==> src/common/atc_pkg.sv <==
/*
 * Shared definitions for the two-runway tower.
 * Message field widths and types, message type codes,
 * reply kinds and the FIFO depth.
 */

`default_nettype none

package atc_pkg;

  ////////////////////////////////////////////////////////////
  // Message layout: plane id, then type, then action
  ////////////////////////////////////////////////////////////

  localparam int PLANE_ID_WIDTH   = 4;
  localparam int MSG_TYPE_WIDTH   = 3;
  localparam int MSG_ACTION_WIDTH = 2;
  localparam int MSG_WIDTH        = PLANE_ID_WIDTH + MSG_TYPE_WIDTH + MSG_ACTION_WIDTH;

  localparam int RUNWAY_COUNT = 2;
  localparam int QUEUE_DEPTH  = 4;

  typedef logic [PLANE_ID_WIDTH-1:0]       plane_id_t;
  typedef logic [MSG_TYPE_WIDTH-1:0]       msg_type_t;
  // Upper bit set for landing, lower bit selects the runway
  typedef logic [MSG_ACTION_WIDTH-1:0]     msg_action_t;
  typedef logic [MSG_WIDTH-1:0]            msg_t;
  typedef logic [$clog2(RUNWAY_COUNT)-1:0] runway_id_t;
  typedef logic [RUNWAY_COUNT-1:0]         runway_mask_t;

  ////////////////////////////////////////////////////////////
  // Message type codes
  ////////////////////////////////////////////////////////////

  localparam msg_type_t TYPE_REQUEST   = 3'd0;
  localparam msg_type_t TYPE_DECLARE   = 3'd1;
  localparam msg_type_t TYPE_EMERGENCY = 3'd2;
  localparam msg_type_t TYPE_CLEAR     = 3'd3;
  localparam msg_type_t TYPE_HOLD      = 3'd4;
  localparam msg_type_t TYPE_SAY_AGAIN = 3'd5;
  localparam msg_type_t TYPE_DIVERT    = 3'd6;

  // What the sequencer asks the reply builder to format
  typedef enum logic [2:0] {
    NONE,
    HOLD,
    SAY_AGAIN,
    DIVERT,
    CLEAR_TAKEOFF,
    CLEAR_LANDING
  } reply_kind_t;

endpackage : atc_pkg

`default_nettype wire

==> src/atc_fifo.sv <==
/*
 * Circular-buffer FIFO with an occupancy count
 * and a registered read port.
 */

`timescale 1ns/1ns
`default_nettype none

module atc_fifo #(
  parameter int WIDTH = 9,
  parameter int DEPTH = 4
) (
  input  logic             clock,
  input  logic             reset,
  input  logic [WIDTH-1:0] data_in,
  input  logic             write,
  input  logic             read,
  output logic [WIDTH-1:0] data_out,
  output logic             full,
  output logic             empty
);

  localparam int PTR_WIDTH   = (DEPTH > 1) ? $clog2(DEPTH) : 1;
  localparam int COUNT_WIDTH = $clog2(DEPTH + 1);

  logic [WIDTH-1:0]       storage [DEPTH];
  logic [PTR_WIDTH-1:0]   put_ptr;
  logic [PTR_WIDTH-1:0]   get_ptr;
  logic [COUNT_WIDTH-1:0] count;
  logic                   do_write;
  logic                   do_read;

  assign empty    = (count == '0);
  assign full     = (count == COUNT_WIDTH'(DEPTH));
  // Writes while full and reads while empty are dropped
  assign do_write = write && !full;
  assign do_read  = read && !empty;

  always_ff @(posedge clock) begin
    if (do_write) begin
      storage[put_ptr] <= data_in;
    end
    // Head word shows up on data_out one edge after the read
    if (do_read) begin
      data_out <= storage[get_ptr];
    end
  end

  always_ff @(posedge clock) begin
    if (reset) begin
      put_ptr <= '0;
      get_ptr <= '0;
      count   <= '0;
    end else begin
      if (do_write) begin
        put_ptr <= (put_ptr == PTR_WIDTH'(DEPTH - 1)) ? '0 : put_ptr + 1'b1;
      end
      if (do_read) begin
        get_ptr <= (get_ptr == PTR_WIDTH'(DEPTH - 1)) ? '0 : get_ptr + 1'b1;
      end
      case ({do_write, do_read})
        2'b10:   count <= count + 1'b1;
        2'b01:   count <= count - 1'b1;
        default: count <= count;
      endcase
    end
  end

endmodule : atc_fifo

`default_nettype wire

==> src/runway_manager.sv <==
/*
 * Runway lock registers with the owning plane per runway.
 */

`timescale 1ns/1ns
`default_nettype none

module runway_manager (
  input  logic                 clock,
  input  logic                 reset,
  input  atc_pkg::plane_id_t   plane_id,
  input  atc_pkg::runway_id_t  runway_id,
  input  logic                 lock,
  input  logic                 unlock,
  output atc_pkg::runway_mask_t runway_active
);

  // Plane that currently holds each runway
  atc_pkg::plane_id_t owner [atc_pkg::RUNWAY_COUNT];

  logic owner_match;

  assign owner_match = (owner[runway_id] == plane_id);

  always_ff @(posedge clock) begin
    if (lock) begin
      owner[runway_id] <= plane_id;
    end
  end

  always_ff @(posedge clock) begin
    if (reset) begin
      runway_active <= '0;
    end else if (lock) begin
      runway_active[runway_id] <= 1'b1;
    end else if (unlock && owner_match) begin
      // Only the owner may release its runway
      runway_active[runway_id] <= 1'b0;
    end
  end

endmodule : runway_manager

`default_nettype wire

==> src/tower/request_sequencer.sv <==
/*
 * Tower request FSM. Interprets requests, fills and drains
 * the takeoff and landing queues, orders replies and
 * drives the runway lock and unlock strobes.
 */

`timescale 1ns/1ns
`default_nettype none

module request_sequencer (
  input  logic                  clock,
  input  logic                  reset,
  input  logic                  request_empty,
  input  atc_pkg::msg_t         request,
  input  atc_pkg::plane_id_t    takeoff_id,
  input  atc_pkg::plane_id_t    landing_id,
  input  logic                  takeoff_full,
  input  logic                  landing_full,
  input  logic                  takeoff_empty,
  input  logic                  landing_empty,
  input  logic                  reply_full,
  input  atc_pkg::runway_mask_t runway_active,
  output logic                  request_read,
  output logic                  queue_takeoff,
  output logic                  queue_landing,
  output logic                  unqueue_takeoff,
  output logic                  unqueue_landing,
  output atc_pkg::reply_kind_t  reply_kind,
  output logic                  queue_reply,
  output logic                  lock,
  output logic                  unlock,
  output atc_pkg::runway_id_t   runway_id,
  output atc_pkg::plane_id_t    runway_plane
);

  typedef enum logic [2:0] {
    QUIET,
    INTERPRET,
    REPLY,
    CHECK_QUEUES,
    CLR_TAKEOFF,
    CLR_LANDING,
    QUEUE_CLR
  } state_t;

  state_t state;
  state_t next_state;

  atc_pkg::plane_id_t   req_plane;
  atc_pkg::msg_type_t   req_type;
  atc_pkg::msg_action_t req_action;
  atc_pkg::runway_id_t  free_runway;
  logic                 takeoff_first;
  logic                 runways_full;

  // Field split of the request word at the FIFO head
  assign req_plane  = request[8:5];
  assign req_type   = request[4:2];
  assign req_action = request[1:0];

  // Lowest-numbered free runway
  assign free_runway  = runway_active[0] ? 1'b1 : 1'b0;
  assign runways_full = &runway_active;

  ////////////////////////////////////////////////////////////
  // Next state and strobes
  ////////////////////////////////////////////////////////////

  always_comb begin
    next_state      = state;
    request_read    = 1'b0;
    queue_takeoff   = 1'b0;
    queue_landing   = 1'b0;
    unqueue_takeoff = 1'b0;
    unqueue_landing = 1'b0;
    reply_kind      = atc_pkg::NONE;
    queue_reply     = 1'b0;
    lock            = 1'b0;
    unlock          = 1'b0;
    runway_id       = '0;
    runway_plane    = req_plane;

    case (state)
      QUIET: begin
        if (!request_empty) begin
          request_read = 1'b1;
          next_state   = INTERPRET;
        end else begin
          next_state = CHECK_QUEUES;
        end
      end

      INTERPRET: begin
        case (req_type)
          atc_pkg::TYPE_REQUEST: begin
            next_state = REPLY;
            if (req_action[1]) begin
              if (landing_full) begin
                reply_kind = atc_pkg::DIVERT;
              end else begin
                queue_landing = 1'b1;
                reply_kind    = atc_pkg::HOLD;
              end
            end else begin
              if (takeoff_full) begin
                reply_kind = atc_pkg::DIVERT;
              end else begin
                queue_takeoff = 1'b1;
                reply_kind    = atc_pkg::HOLD;
              end
            end
          end

          atc_pkg::TYPE_DECLARE: begin
            // No reply, the runway manager checks ownership
            unlock     = 1'b1;
            runway_id  = req_action[0];
            next_state = CHECK_QUEUES;
          end

          // Unknown types, EMERGENCY included
          default: begin
            reply_kind = atc_pkg::SAY_AGAIN;
            next_state = REPLY;
          end
        endcase
      end

      REPLY: begin
        if (!reply_full) begin
          queue_reply = 1'b1;
          next_state  = CHECK_QUEUES;
        end
      end

      CHECK_QUEUES: begin
        next_state = QUIET;
        if (!runways_full) begin
          if (!takeoff_empty && (takeoff_first || landing_empty)) begin
            unqueue_takeoff = 1'b1;
            next_state      = CLR_TAKEOFF;
          end else if (!landing_empty) begin
            unqueue_landing = 1'b1;
            next_state      = CLR_LANDING;
          end
        end
      end

      // Dequeued id is valid here, one cycle after the unqueue
      CLR_TAKEOFF: begin
        lock         = 1'b1;
        runway_id    = free_runway;
        runway_plane = takeoff_id;
        reply_kind   = atc_pkg::CLEAR_TAKEOFF;
        next_state   = QUEUE_CLR;
      end

      CLR_LANDING: begin
        lock         = 1'b1;
        runway_id    = free_runway;
        runway_plane = landing_id;
        reply_kind   = atc_pkg::CLEAR_LANDING;
        next_state   = QUEUE_CLR;
      end

      QUEUE_CLR: begin
        if (!reply_full) begin
          queue_reply = 1'b1;
          next_state  = QUIET;
        end
      end

      default: next_state = QUIET;
    endcase
  end

  always_ff @(posedge clock) begin
    if (reset) begin
      state         <= QUIET;
      takeoff_first <= 1'b0;
    end else begin
      state         <= next_state;
      // Free-running tie-break between the two queues
      takeoff_first <= ~takeoff_first;
    end
  end

endmodule : request_sequencer

`default_nettype wire

==> src/tower/reply_builder.sv <==
/*
 * Reply word register. Formats the next outgoing word
 * from the reply kind chosen by the sequencer.
 */

`timescale 1ns/1ns
`default_nettype none

module reply_builder (
  input  logic                 clock,
  input  logic                 reset,
  input  atc_pkg::reply_kind_t reply_kind,
  input  atc_pkg::plane_id_t   request_plane,
  input  atc_pkg::plane_id_t   takeoff_id,
  input  atc_pkg::plane_id_t   landing_id,
  input  atc_pkg::runway_id_t  runway_id,
  output atc_pkg::msg_t        reply_word
);

  // Word is held while the kind is NONE, until the FIFO takes it
  always_ff @(posedge clock) begin
    if (reset) begin
      reply_word <= '0;
    end else begin
      case (reply_kind)
        atc_pkg::HOLD: begin
          reply_word <= {request_plane, atc_pkg::TYPE_HOLD, 2'b00};
        end
        atc_pkg::SAY_AGAIN: begin
          reply_word <= {request_plane, atc_pkg::TYPE_SAY_AGAIN, 2'b00};
        end
        atc_pkg::DIVERT: begin
          reply_word <= {request_plane, atc_pkg::TYPE_DIVERT, 2'b00};
        end
        // Action carries landing flag and runway
        atc_pkg::CLEAR_TAKEOFF: begin
          reply_word <= {takeoff_id, atc_pkg::TYPE_CLEAR, 1'b0, runway_id};
        end
        atc_pkg::CLEAR_LANDING: begin
          reply_word <= {landing_id, atc_pkg::TYPE_CLEAR, 1'b1, runway_id};
        end
        default: begin
          reply_word <= reply_word;
        end
      endcase
    end
  end

endmodule : reply_builder

`default_nettype wire

==> src/tower/reply_sender.sv <==
/*
 * Reply FIFO and the output FSM that hands out one word
 * at a time while the receiver is ready.
 */

`timescale 1ns/1ns
`default_nettype none

module reply_sender (
  input  logic          clock,
  input  logic          reset,
  input  atc_pkg::msg_t reply_word,
  input  logic          queue_reply,
  input  logic          reply_ready,
  output logic          reply_full,
  output atc_pkg::msg_t reply_data,
  output logic          reply_send
);

  typedef enum logic {
    WAIT,
    SEND
  } state_t;

  state_t state;
  logic   reply_empty;
  logic   reply_read;

  atc_fifo #(
    .WIDTH(atc_pkg::MSG_WIDTH),
    .DEPTH(atc_pkg::QUEUE_DEPTH)
  ) reply_fifo (
    .clock   (clock),
    .reset   (reset),
    .data_in (reply_word),
    .write   (queue_reply),
    .read    (reply_read),
    .data_out(reply_data),
    .full    (reply_full),
    .empty   (reply_empty)
  );

  // Read in WAIT, word is on reply_data during SEND
  assign reply_read = (state == WAIT) && !reply_empty && reply_ready;
  assign reply_send = (state == SEND);

  always_ff @(posedge clock) begin
    if (reset) begin
      state <= WAIT;
    end else begin
      state <= reply_read ? SEND : WAIT;
    end
  end

endmodule : reply_sender

`default_nettype wire

==> src/atc_top.sv <==
/*
 * Tower top level. Request FIFO, takeoff and landing
 * queues, sequencer, reply path and runway locks.
 */

`timescale 1ns/1ns
`default_nettype none

module atc_top (
  input  logic                  clock,
  input  logic                  reset,
  input  atc_pkg::msg_t         request_data,
  input  logic                  request_valid,
  input  logic                  reply_ready,
  output logic                  busy,
  output atc_pkg::msg_t         reply_data,
  output logic                  reply_send,
  output atc_pkg::runway_mask_t runway_active
);

  atc_pkg::msg_t        request_word;
  atc_pkg::plane_id_t   request_plane;
  logic                 request_empty;
  logic                 request_read;

  atc_pkg::plane_id_t   takeoff_id;
  atc_pkg::plane_id_t   landing_id;
  logic                 takeoff_full;
  logic                 landing_full;
  logic                 takeoff_empty;
  logic                 landing_empty;
  logic                 queue_takeoff;
  logic                 queue_landing;
  logic                 unqueue_takeoff;
  logic                 unqueue_landing;

  atc_pkg::reply_kind_t reply_kind;
  atc_pkg::msg_t        reply_word;
  logic                 queue_reply;
  logic                 reply_full;

  logic                 lock;
  logic                 unlock;
  atc_pkg::runway_id_t  runway_id;
  atc_pkg::plane_id_t   runway_plane;

  assign request_plane = request_word[8:5];

  ////////////////////////////////////////////////////////////
  // Request buffering and plane queues
  ////////////////////////////////////////////////////////////

  atc_fifo #(
    .WIDTH(atc_pkg::MSG_WIDTH),
    .DEPTH(atc_pkg::QUEUE_DEPTH)
  ) request_fifo (
    .clock   (clock),
    .reset   (reset),
    .data_in (request_data),
    .write   (request_valid),
    .read    (request_read),
    .data_out(request_word),
    .full    (busy),
    .empty   (request_empty)
  );

  atc_fifo #(
    .WIDTH(atc_pkg::PLANE_ID_WIDTH),
    .DEPTH(atc_pkg::QUEUE_DEPTH)
  ) takeoff_queue (
    .clock   (clock),
    .reset   (reset),
    .data_in (request_plane),
    .write   (queue_takeoff),
    .read    (unqueue_takeoff),
    .data_out(takeoff_id),
    .full    (takeoff_full),
    .empty   (takeoff_empty)
  );

  atc_fifo #(
    .WIDTH(atc_pkg::PLANE_ID_WIDTH),
    .DEPTH(atc_pkg::QUEUE_DEPTH)
  ) landing_queue (
    .clock   (clock),
    .reset   (reset),
    .data_in (request_plane),
    .write   (queue_landing),
    .read    (unqueue_landing),
    .data_out(landing_id),
    .full    (landing_full),
    .empty   (landing_empty)
  );

  ////////////////////////////////////////////////////////////
  // Tower control and reply path
  ////////////////////////////////////////////////////////////

  request_sequencer sequencer (
    .clock          (clock),
    .reset          (reset),
    .request_empty  (request_empty),
    .request        (request_word),
    .takeoff_id     (takeoff_id),
    .landing_id     (landing_id),
    .takeoff_full   (takeoff_full),
    .landing_full   (landing_full),
    .takeoff_empty  (takeoff_empty),
    .landing_empty  (landing_empty),
    .reply_full     (reply_full),
    .runway_active  (runway_active),
    .request_read   (request_read),
    .queue_takeoff  (queue_takeoff),
    .queue_landing  (queue_landing),
    .unqueue_takeoff(unqueue_takeoff),
    .unqueue_landing(unqueue_landing),
    .reply_kind     (reply_kind),
    .queue_reply    (queue_reply),
    .lock           (lock),
    .unlock         (unlock),
    .runway_id      (runway_id),
    .runway_plane   (runway_plane)
  );

  reply_builder builder (
    .clock        (clock),
    .reset        (reset),
    .reply_kind   (reply_kind),
    .request_plane(request_plane),
    .takeoff_id   (takeoff_id),
    .landing_id   (landing_id),
    .runway_id    (runway_id),
    .reply_word   (reply_word)
  );

  reply_sender sender (
    .clock      (clock),
    .reset      (reset),
    .reply_word (reply_word),
    .queue_reply(queue_reply),
    .reply_ready(reply_ready),
    .reply_full (reply_full),
    .reply_data (reply_data),
    .reply_send (reply_send)
  );

  runway_manager runways (
    .clock        (clock),
    .reset        (reset),
    .plane_id     (runway_plane),
    .runway_id    (runway_id),
    .lock         (lock),
    .unlock       (unlock),
    .runway_active(runway_active)
  );

endmodule : atc_top

`default_nettype wire

==> config.mk <==
export PLATFORM = sky130hd
export DESIGN_NAME = atc_top
export DESIGN_NICKNAME = d
export VERILOG_FILES = /design/src/common/atc_pkg.sv /design/src/atc_fifo.sv /design/src/runway_manager.sv /design/src/tower/request_sequencer.sv /design/src/tower/reply_builder.sv /design/src/tower/reply_sender.sv /design/src/atc_top.sv
export SDC_FILE = /design/constraint.sdc
export NUM_CORES = 1
export LEC_CHECK = 0
export BUFFER_PORTS_ARGS = -buffer_cell sky130_fd_sc_hd__buf_2
export CAP_MARGIN = 0
export CELL_PAD_IN_SITES_DETAIL_PLACEMENT = 1
export CELL_PAD_IN_SITES_GLOBAL_PLACEMENT = 2
export CORE_UTILIZATION = 23
export DETAILED_ROUTE_END_ITERATION = 12
export GPL_ROUTABILITY_DRIVEN = 0
export PLACE_DENSITY = 0.42
export REMOVE_ABC_BUFFERS = 1
export SYNTH_ARGS = -nofsm -noshare
export SYNTH_HDL_FRONTEND = slang
export SYNTH_SLANG_ARGS = --single-unit
==> constraint.sdc <==
create_clock -name clock -period 4.35 [get_ports clock]
set_input_delay 0 -clock clock [delete_from_list [all_inputs] [get_ports clock]]
set_output_delay 0 -clock clock [all_outputs]
set_load 0.05 [all_outputs]
==> impl_metrics.toml, run 1 <==
[grt]
global_route.overflow_total = 0
number_of_antenna_violations_at_the_first_check_in_global_routing = 0
grt_pass1_wl_um = 24600
groute.usage.overall_pct = 10.1
grt_max_degree = 45
number_of_global_route_vias_before_repair = 4193

[finish]
layout.cell_area.non_filler_mm2 = 0.00864
insertedDiodeCount = 0
final_net_count = 563
area.growth.synth_to_final_pct = 17.4
layout.cells.most_common = "edfxtp_1"
drive_gt1_share_pct = 17.6
layout.cells.most_common_list = "edfxtp_1, nor2_1, dfxtp_1, a21oi_1, mux4_2"

[power]
leakagePower_nw = 2.85
power_switching_mw = 1.31
share_clk_of_total_power_pct = 33.6
p_per_area_mw_per_mm2 = 529
power.combinational.fraction_pct = 16.0
power.share.sequential_pct = 50.4
power.switching_fraction_pct = 28.6
internal_power_mw = 3.26
vdd_drop_max_v = 0.000207

[setup_path]
setup.reg_to_reg.worst_slack_ps = 1340
largest_stage_delay_on_the_critical_path_ps = 630
critPathKind = "flip-flop to flip-flop"
worst_r2r_endpoint = "takeoff_queue.count[2]$_SDFFE_PP0P_"
reg2reg_depth = 10
crit_path_capture_type = "flip-flop"
cp.required_ps = 4690
timing.critical_path.slowest_stage_cell = "dfxtp_1"
critical_path_start_type = "flip-flop"
worstPathMaxFanout = 12
worst-path-buf-inv = 2
crit_path_cell_trace = "nor3b_2 -> and3b_1 -> nor3b_2 -> inv_1 -> ha_1 -> inv_1 -> fa_1 -> xor2_1 -> or3_1 -> a21oi_1"
critical_path_arrival_ps = 3360
worst_path_dominant_cell_family = "simple AND/OR/NAND/NOR gates"
regToRegStartpoint = "sequencer.state[0]$_SDFFE_PP0P_"

[synth]
synth-edff-count = 138
synth_top_cell_by_area = "edfxtp_1"
yosysUniqueCellTypes = 41
proportion_of_synthesized_flip_flops_having_asynchronous_set_or_reset_pct = 0
postSynthAreaPerCell_um2 = 15.3
postSynth.topFlopCell = "edfxtp_1"
yosys_reg_bits = 182
postSynthCellCount = 480
seq_area_frac_synth_pct = 68.2
synth.top_cells.by_area = "edfxtp_1, dfxtp_1, mux4_2"
post-synth-top-area-fraction_pct = 56.3
mappedNetlistArea_mm2 = 0.00736
synth_warnings = 0

[timing]
setup_repair_after_global_routing_missed_its_margin = "false"
fmaxAchievable_mhz = 332
timing.setup.tns_ps = 0
worst_clock_skew_ps = 10.3
setup_violations = 0
max_slew_violation_total_from_the_final_report = 0
timing.slew.headroom_pct = 26.0
final.period_utilization_pct = 69.3
tightestPinTransition_ps = 1110
hold_violations = 0
post-route-min-period_ps = 3010
holdWs_ps = 184

[outcome]
status = "complete, no violations"

[drt]
wl_met3_um = 301
drt-met1-wl_um = 7360
detailedRoute.firstIterationViolations = 151
drc = 0
met2RoutedLength_um = 7690
drt-total-wl_um = 15500
highest-signal-layer = "met4"
drt-pass1-iter-count = 4
wl_per_cell_um = 16.6
ant_nets = 0
drt-vias-per-instance = 4.12
number_of_vias_in_the_routed_layout = 3861

[flow_run]
max_cap_violations = 0

[min_path]
worst_hold_path.endpoint = "sender.reply_fifo.data_out[1]$_DFFE_PP_"
hp-start = "reply_ready"
timing.hold.worst.class = "input pin to flip-flop"
min_path_cells = 3

[clocking]
cts_resized = 0
cts.sink_count = 182
cts_htree_levels = 4
numCtsBuffers = 17
insertion_delay_to_the_later_sink_of_the_worst_skew_pair_ps = 430
tritoncts = "yes"
cts_root_buf = "clkbuf_16"
cts.path.max_buffers = 2
cts.clk_slew.worst_paths_ps = 70

[floorplan]
design.die.area_mm2 = 0.0327
die_y_um = 181
initial_utilization_pct = 23.3
core.rowCount = 65
boundaryPins = 26
dieWidth_um = 181
core_area_mm2 = 0.0316

[placed_design]
buffer_ports.inserted = 25
hpwlAfterDp_um = 10400
dpl_cell_area_mm2 = 0.00797
[worst register-to-register path, cell delays in order, from the launching register on]
cell and delay, ps:
dfxtp_1 630, nor3b_2 450, and3b_1 310, nor3b_2 440
inv_1 120, ha_1 230, inv_1 70, fa_1 170
xor2_1 70, or3_1 300, a21oi_1 140
[worst max path at each step]
stage                                          from                             endpoint  depth (start not counted)
floorplan           sequencer.state[0]$_SDFFE_PP0P_   request_fifo.count[2]$_SDFFE_PP0P_                          7
global placement    sequencer.state[0]$_SDFFE_PP0P_  takeoff_queue.count[2]$_SDFFE_PP0P_                         10
detailed placement  sequencer.state[0]$_SDFFE_PP0P_  takeoff_queue.count[2]$_SDFFE_PP0P_                         10
CTS                 sequencer.state[0]$_SDFFE_PP0P_  takeoff_queue.count[2]$_SDFFE_PP0P_                         10
global route        sequencer.state[0]$_SDFFE_PP0P_  takeoff_queue.count[2]$_SDFFE_PP0P_                         10
finish              sequencer.state[0]$_SDFFE_PP0P_  takeoff_queue.count[2]$_SDFFE_PP0P_                         10
[sequential cells by signal (all words and copies together) (netlist names), 4 cells and up, named ones only]
signal,cells
sender.reply_fifo.storage,36
sender.reply_fifo.data_out,9
takeoff_queue.storage,16
runways.owner,8
builder.reply_word,9
request_fifo.storage,36
request_fifo.data_out,9
takeoff_queue.data_out,4
landing_queue.data_out,4
landing_queue.storage,16
[power groups by stage]
stage               combinational (mW)  clock, mW  sequential [mW]
floorplan                        0.449          0             2.36
global placement                 0.734          0             2.35
detailed placement               0.750          0             2.36
CTS                              0.759       1.60             2.32
global route                     0.814       1.65             2.34
finish                           0.734       1.54             2.31
[final cells by class]
cell class	instances	area, um^2
clock buffer	18	429
clock inverter	14	150
multi-input combinational	256	2180
sequential	182	5020
inverter	26	98.8
tap	402	503
timing repair buffer	39	255
fill	3365	22900
[cell usage after synthesis (all sizes together) (2+ instances only)]
master and instances:
buf 5, inv 25, or3 5, and3b 2, edfxtp 138, mux4 26
nor2 46, ha 24, dfxtp 44, nor3b 6, xor2 10, nand3 9
mux2i 17, clkbuf 11, mux2 2, o21ai 9, nor3 9, xnor2 3
fa 4, and2 16, nand4b 2, a21oi 28, and3 2, a211oi 3
a311oi 2, nor2b 5, nand2 18
[per-stage QoR]
step,utilization (%),power [mW],std cells,setup slack [ps]
6_report,27.4,4.57,937,1340
5_1_grt,27.4,4.81,937,1090
4_1_cts,27.4,4.67,937,1300
3_5_place_dp,25.2,3.11,895,1340
3_3_place_gp,25.2,3.08,895,1480
2_1_floorplan,-,2.81,464,990
[repair_timing]
item / 4_1_cts / 5_1_grt
endpoints found under the hold margin: 37 / 0
hold buffers: 10 / 0
setup buffers: 0 / 0
[routing by layer]
| layer | global-route usage, % | vias to the layer above |
|---|---|---|
| met5 | 0 | - |
| met4 | 3.56 | 0 |
| met3 | 2.44 | 14 |
| met2 | 17.1 | 40 |
| met1 | 12.6 | 1948 |
| li1 | - | 1859 |
[cell families after synthesis]
family	after synthesis	synth area share, %
flops	182	68.2
simple gates	122	8.29
compound gates	48	3.92
mux	45	10.6
buf+inv	42	2.28
fa+ha+maj	28	5.16
xor+xnor	13	1.55
(Power assumes the default switching activity.)
==> run 2: changes to the inputs <==
--- a/config.mk
+++ b/config.mk
@@ -5,6 +5,7 @@
 export SDC_FILE = /design/constraint.sdc
 export NUM_CORES = 1
 export LEC_CHECK = 0
+export ABC_AREA = 1
 export BUFFER_PORTS_ARGS = -buffer_cell sky130_fd_sc_hd__buf_2
 export CAP_MARGIN = 0
 export CELL_PAD_IN_SITES_DETAIL_PLACEMENT = 1
@@ -12,7 +13,7 @@
 export CORE_UTILIZATION = 23
 export DETAILED_ROUTE_END_ITERATION = 12
 export GPL_ROUTABILITY_DRIVEN = 0
-export PLACE_DENSITY = 0.42
+export PLACE_DENSITY = 0.45
 export REMOVE_ABC_BUFFERS = 1
 export SYNTH_ARGS = -nofsm -noshare
 export SYNTH_HDL_FRONTEND = slang
==> constraint.sdc (replaced) <==
create_clock -name clock -period 2.91 [get_ports clock]
set_input_delay 0 -clock clock [delete_from_list [all_inputs] [get_ports clock]]
set_output_delay 0 -clock clock [all_outputs]
set_load 0.05 [all_outputs]
==> run 2 against run 1 <==
  * Hold slack worse by 150 ps
  * Clock-buffer cell count decreased by 1
  * Clock skew fell by 1.2 ps
  * Core utilization increased by 0.70 points
  * Die area rose by 0.64%
  * Global-route usage rose by 1.6 points
  * Sequential share of layout area fell by 1.6 points
  * Non-clock buffer count rose by 13
  * Critical path type unchanged
==> impl_metrics.toml, run 2 <==
[synth]
muxShareOfSynthArea_pct = 0
mappedNetlistArea_mm2 = 0.00741
postSynth.topFlopCell = "edfxtp_1"
synth-edff-count = 138
seq_area_frac_synth_pct = 67.8
synth_fa_ha_area_share_pct = 5.13
yosys-top-cells-count = "edfxtp_1, nor2_1, o21ai_0"
synth_top_family_by_area = "compound AO/OA/AOI/OAI gates"
post-synth-top-area-fraction_pct = 55.9
synth.top_cells.by_area = "edfxtp_1, dfxtp_1, o21ai_0"
proportion_of_synthesized_flip_flops_having_asynchronous_set_or_reset_pct = 0
postSynthAreaPerCell_um2 = 11.6
synth_compound_area_share_pct = 12.5
synth_xor_xnor_area_share_pct = 0
postSynthCellCount = 640
synth_most_common_cell = "edfxtp_1"
yosys.area_share.simple_pct = 9.54
yosys_reg_bits = 182
yosysUniqueCellTypes = 35
synth_warnings = 0
synth_top_cell_by_area = "edfxtp_1"

[clocking]
tritoncts = "yes"
insertion_delay_to_the_later_sink_of_the_worst_skew_pair_ps = 440
cts.sink_count = 182
cts_root_buf = "clkbuf_16"
cts.path.max_buffers = 2
cts_htree_levels = 4
numCtsBuffers = 17
cts_resized = 0
cts.clk_slew.worst_paths_ps = 70

[grt]
grt_use_met2_pct = 19.6
grtUsageMet1_pct = 14.7
grt_use_met3_pct = 2.93
groute.usage.overall_pct = 11.7
number_of_global_route_vias_before_repair = 5131
grt_pass1_wl_um = 28800
grt.busiest_layer = "met2"
grt_max_degree = 22
number_of_antenna_violations_at_the_first_check_in_global_routing = 0
global_route.overflow_total = 0

[floorplan]
core.rowCount = 65
initial_utilization_pct = 23.4
die_y_um = 182
core_area_mm2 = 0.0316
dieWidth_um = 182
design.die.area_mm2 = 0.0329
boundaryPins = 26

[setup_path]
timing.critical_path.slowest_stage_cell = "dfxtp_1"
crit_path_start = "sequencer.state[0]$_SDFFE_PP0P_"
reg2reg_depth = 11
crit_path_capture_type = "flip-flop"
worst-path-buf-inv = 2
critical_path_arrival_ps = 2830
critical_path_start_type = "flip-flop"
cp.required_ps = 3230
worst_path_dominant_cell_family = "adder cells"
setup.reg_to_reg.worst_slack_ps = 400
largest_stage_delay_on_the_critical_path_ps = 500
worstPathMaxFanout = 7
crit_path_cell_trace = "nand4_1 -> nor2_1 -> nand2_1 -> inv_1 -> ha_1 -> inv_1 -> fa_1 -> a21oi_1 -> o21ai_0 -> o21ai_0 -> a21oi_1"
regToRegStartpoint = "sequencer.state[0]$_SDFFE_PP0P_"
worst_r2r_endpoint = "landing_queue.count[2]$_SDFFE_PP0P_"
critPathKind = "flip-flop to flip-flop"

[timing]
holdWs_ps = 33.8
setup_repair_after_global_routing_missed_its_margin = "false"
worst_clock_skew_ps = 9.16
final.period_utilization_pct = 86.3
fmaxAchievable_mhz = 398
hold_violations = 0
setup_violations = 0
timing.setup.tns_ps = 0
tightestPinTransition_ps = 1080
max_slew_violation_total_from_the_final_report = 0
timing.slew.headroom_pct = 27.1
post-route-min-period_ps = 2510

[finish]
layout_top_registers = "request_fifo.storage: 36 flops, sender.reply_fifo.storage: 36 flops"
area.growth.synth_to_final_pct = 19.9
insertedDiodeCount = 0
layout.cells.most_common_list = "edfxtp_1, nor2_1, o21ai_0, inv_1, dfxtp_1"
final_net_count = 739
layout.cells.most_common = "edfxtp_1"
drive_gt1_share_pct = 12.8

[drt]
wl_per_cell_um = 16.3
drt-vias-per-instance = 4.28
ant_nets = 0
drc = 0
drt-total-wl_um = 18100
detailedRoute.firstIterationViolations = 140
drt-pass1-iter-count = 4
number_of_vias_in_the_routed_layout = 4761

[flow_run]
max_cap_violations = 0

[power]
vdd_drop_max_v = 0.000364
p_per_area_mw_per_mm2 = 865
leakagePower_nw = 3.24

[min_path]
timing.hold.worst.class = "input pin to flip-flop"
hp-start = "reset"
min_path_cells = 3

[placed_design]
buffer_ports.inserted = 25
hpwlAfterDp_um = 12800

[outcome]
status = "complete, no violations"
run 2: cell count changes after synthesis, moves of 17 or more:
cell,delta
o22ai_1,+26
inv_1,+54
mux2i_1,-17
o21ai_0,+76
nand2_1,+23
mux4_2,-26
nor2_1,+42
run 2: layout make-up:
class | instances | area, um^2
clock inverters | 15 | 249
multi-input cells | 360 | 2020
clock buffers | 17 | 425
well taps | 402 | 503
inverters | 85 | 319
flip-flops and latches | 182 | 5020
repair buffers | 52 | 353
fillers | 3449 | 22700
run 2: what timing repair did:
action | CTS | global route
hold endpoints to repair | 39 | 0
setup buffers | 0 | 0
hold buffers | 10 | 0
run 2: worst reg2reg max path, stage by stage (launching register included):
cell	delay, ps
dfxtp_1	500
nand4_1	220
nor2_1	130
nand2_1	130
inv_1	250
ha_1	190
inv_1	70
fa_1	390
a21oi_1	160
o21ai_0	130
o21ai_0	180
a21oi_1	60
run 2: worst max path at each step:
stage	endpoint	slack (ps)	depth (start not counted)
floorplan	request_fifo.count[2]$_SDFFE_PP0P_	10	10
global placement	landing_queue.count[2]$_SDFFE_PP0P_	480	11
detailed placement	landing_queue.count[2]$_SDFFE_PP0P_	430	11
CTS	request_fifo.count[2]$_SDFFE_PP0P_	400	9
global route	landing_queue.count[2]$_SDFFE_PP0P_	120	10
finish	landing_queue.count[2]$_SDFFE_PP0P_	400	11
run 2: kinds of logic after synthesis:
group,after synthesis
buffers and inverters,98
AND/OR/NAND/NOR,163
flip-flops,182
AO/OA/AOI/OAI,169
adder cells (fa/ha/maj),28
run 2: through the flow:
stage | instances | utilization, % | total power [mW] | instance area (um^2) | setup slack (ps)
6_report | 1113 | 28.1 | 7.69 | 8890 | 399
5_1_grt | 1113 | 28.1 | 8.14 | 8890 | 115
4_1_cts | 1113 | 28.1 | 7.86 | 8890 | 404
3_5_place_dp | 1071 | 25.7 | 5.16 | 8120 | 428
3_3_place_gp | 1071 | 25.7 | 5.10 | 8120 | 481
2_1_floorplan | 627 | - | 4.50 | 7360 | 11.1
run 2: metal layers:
layer  up-vias  share of wire [%]
met5         -                  0
met1      2347                 48
met3        14                2.3
li1       2359                  -
met2        41                 48
met4         0                1.3
run 2: report_power, final:
| group | internal, mW | switching (mW) |
|---|---|---|
| clock network | 1.62 | 1.03 |
| logic | 0.449 | 1.10 |
| registers | 3.27 | 0.234 |
| total | 5.34 | 2.36 |
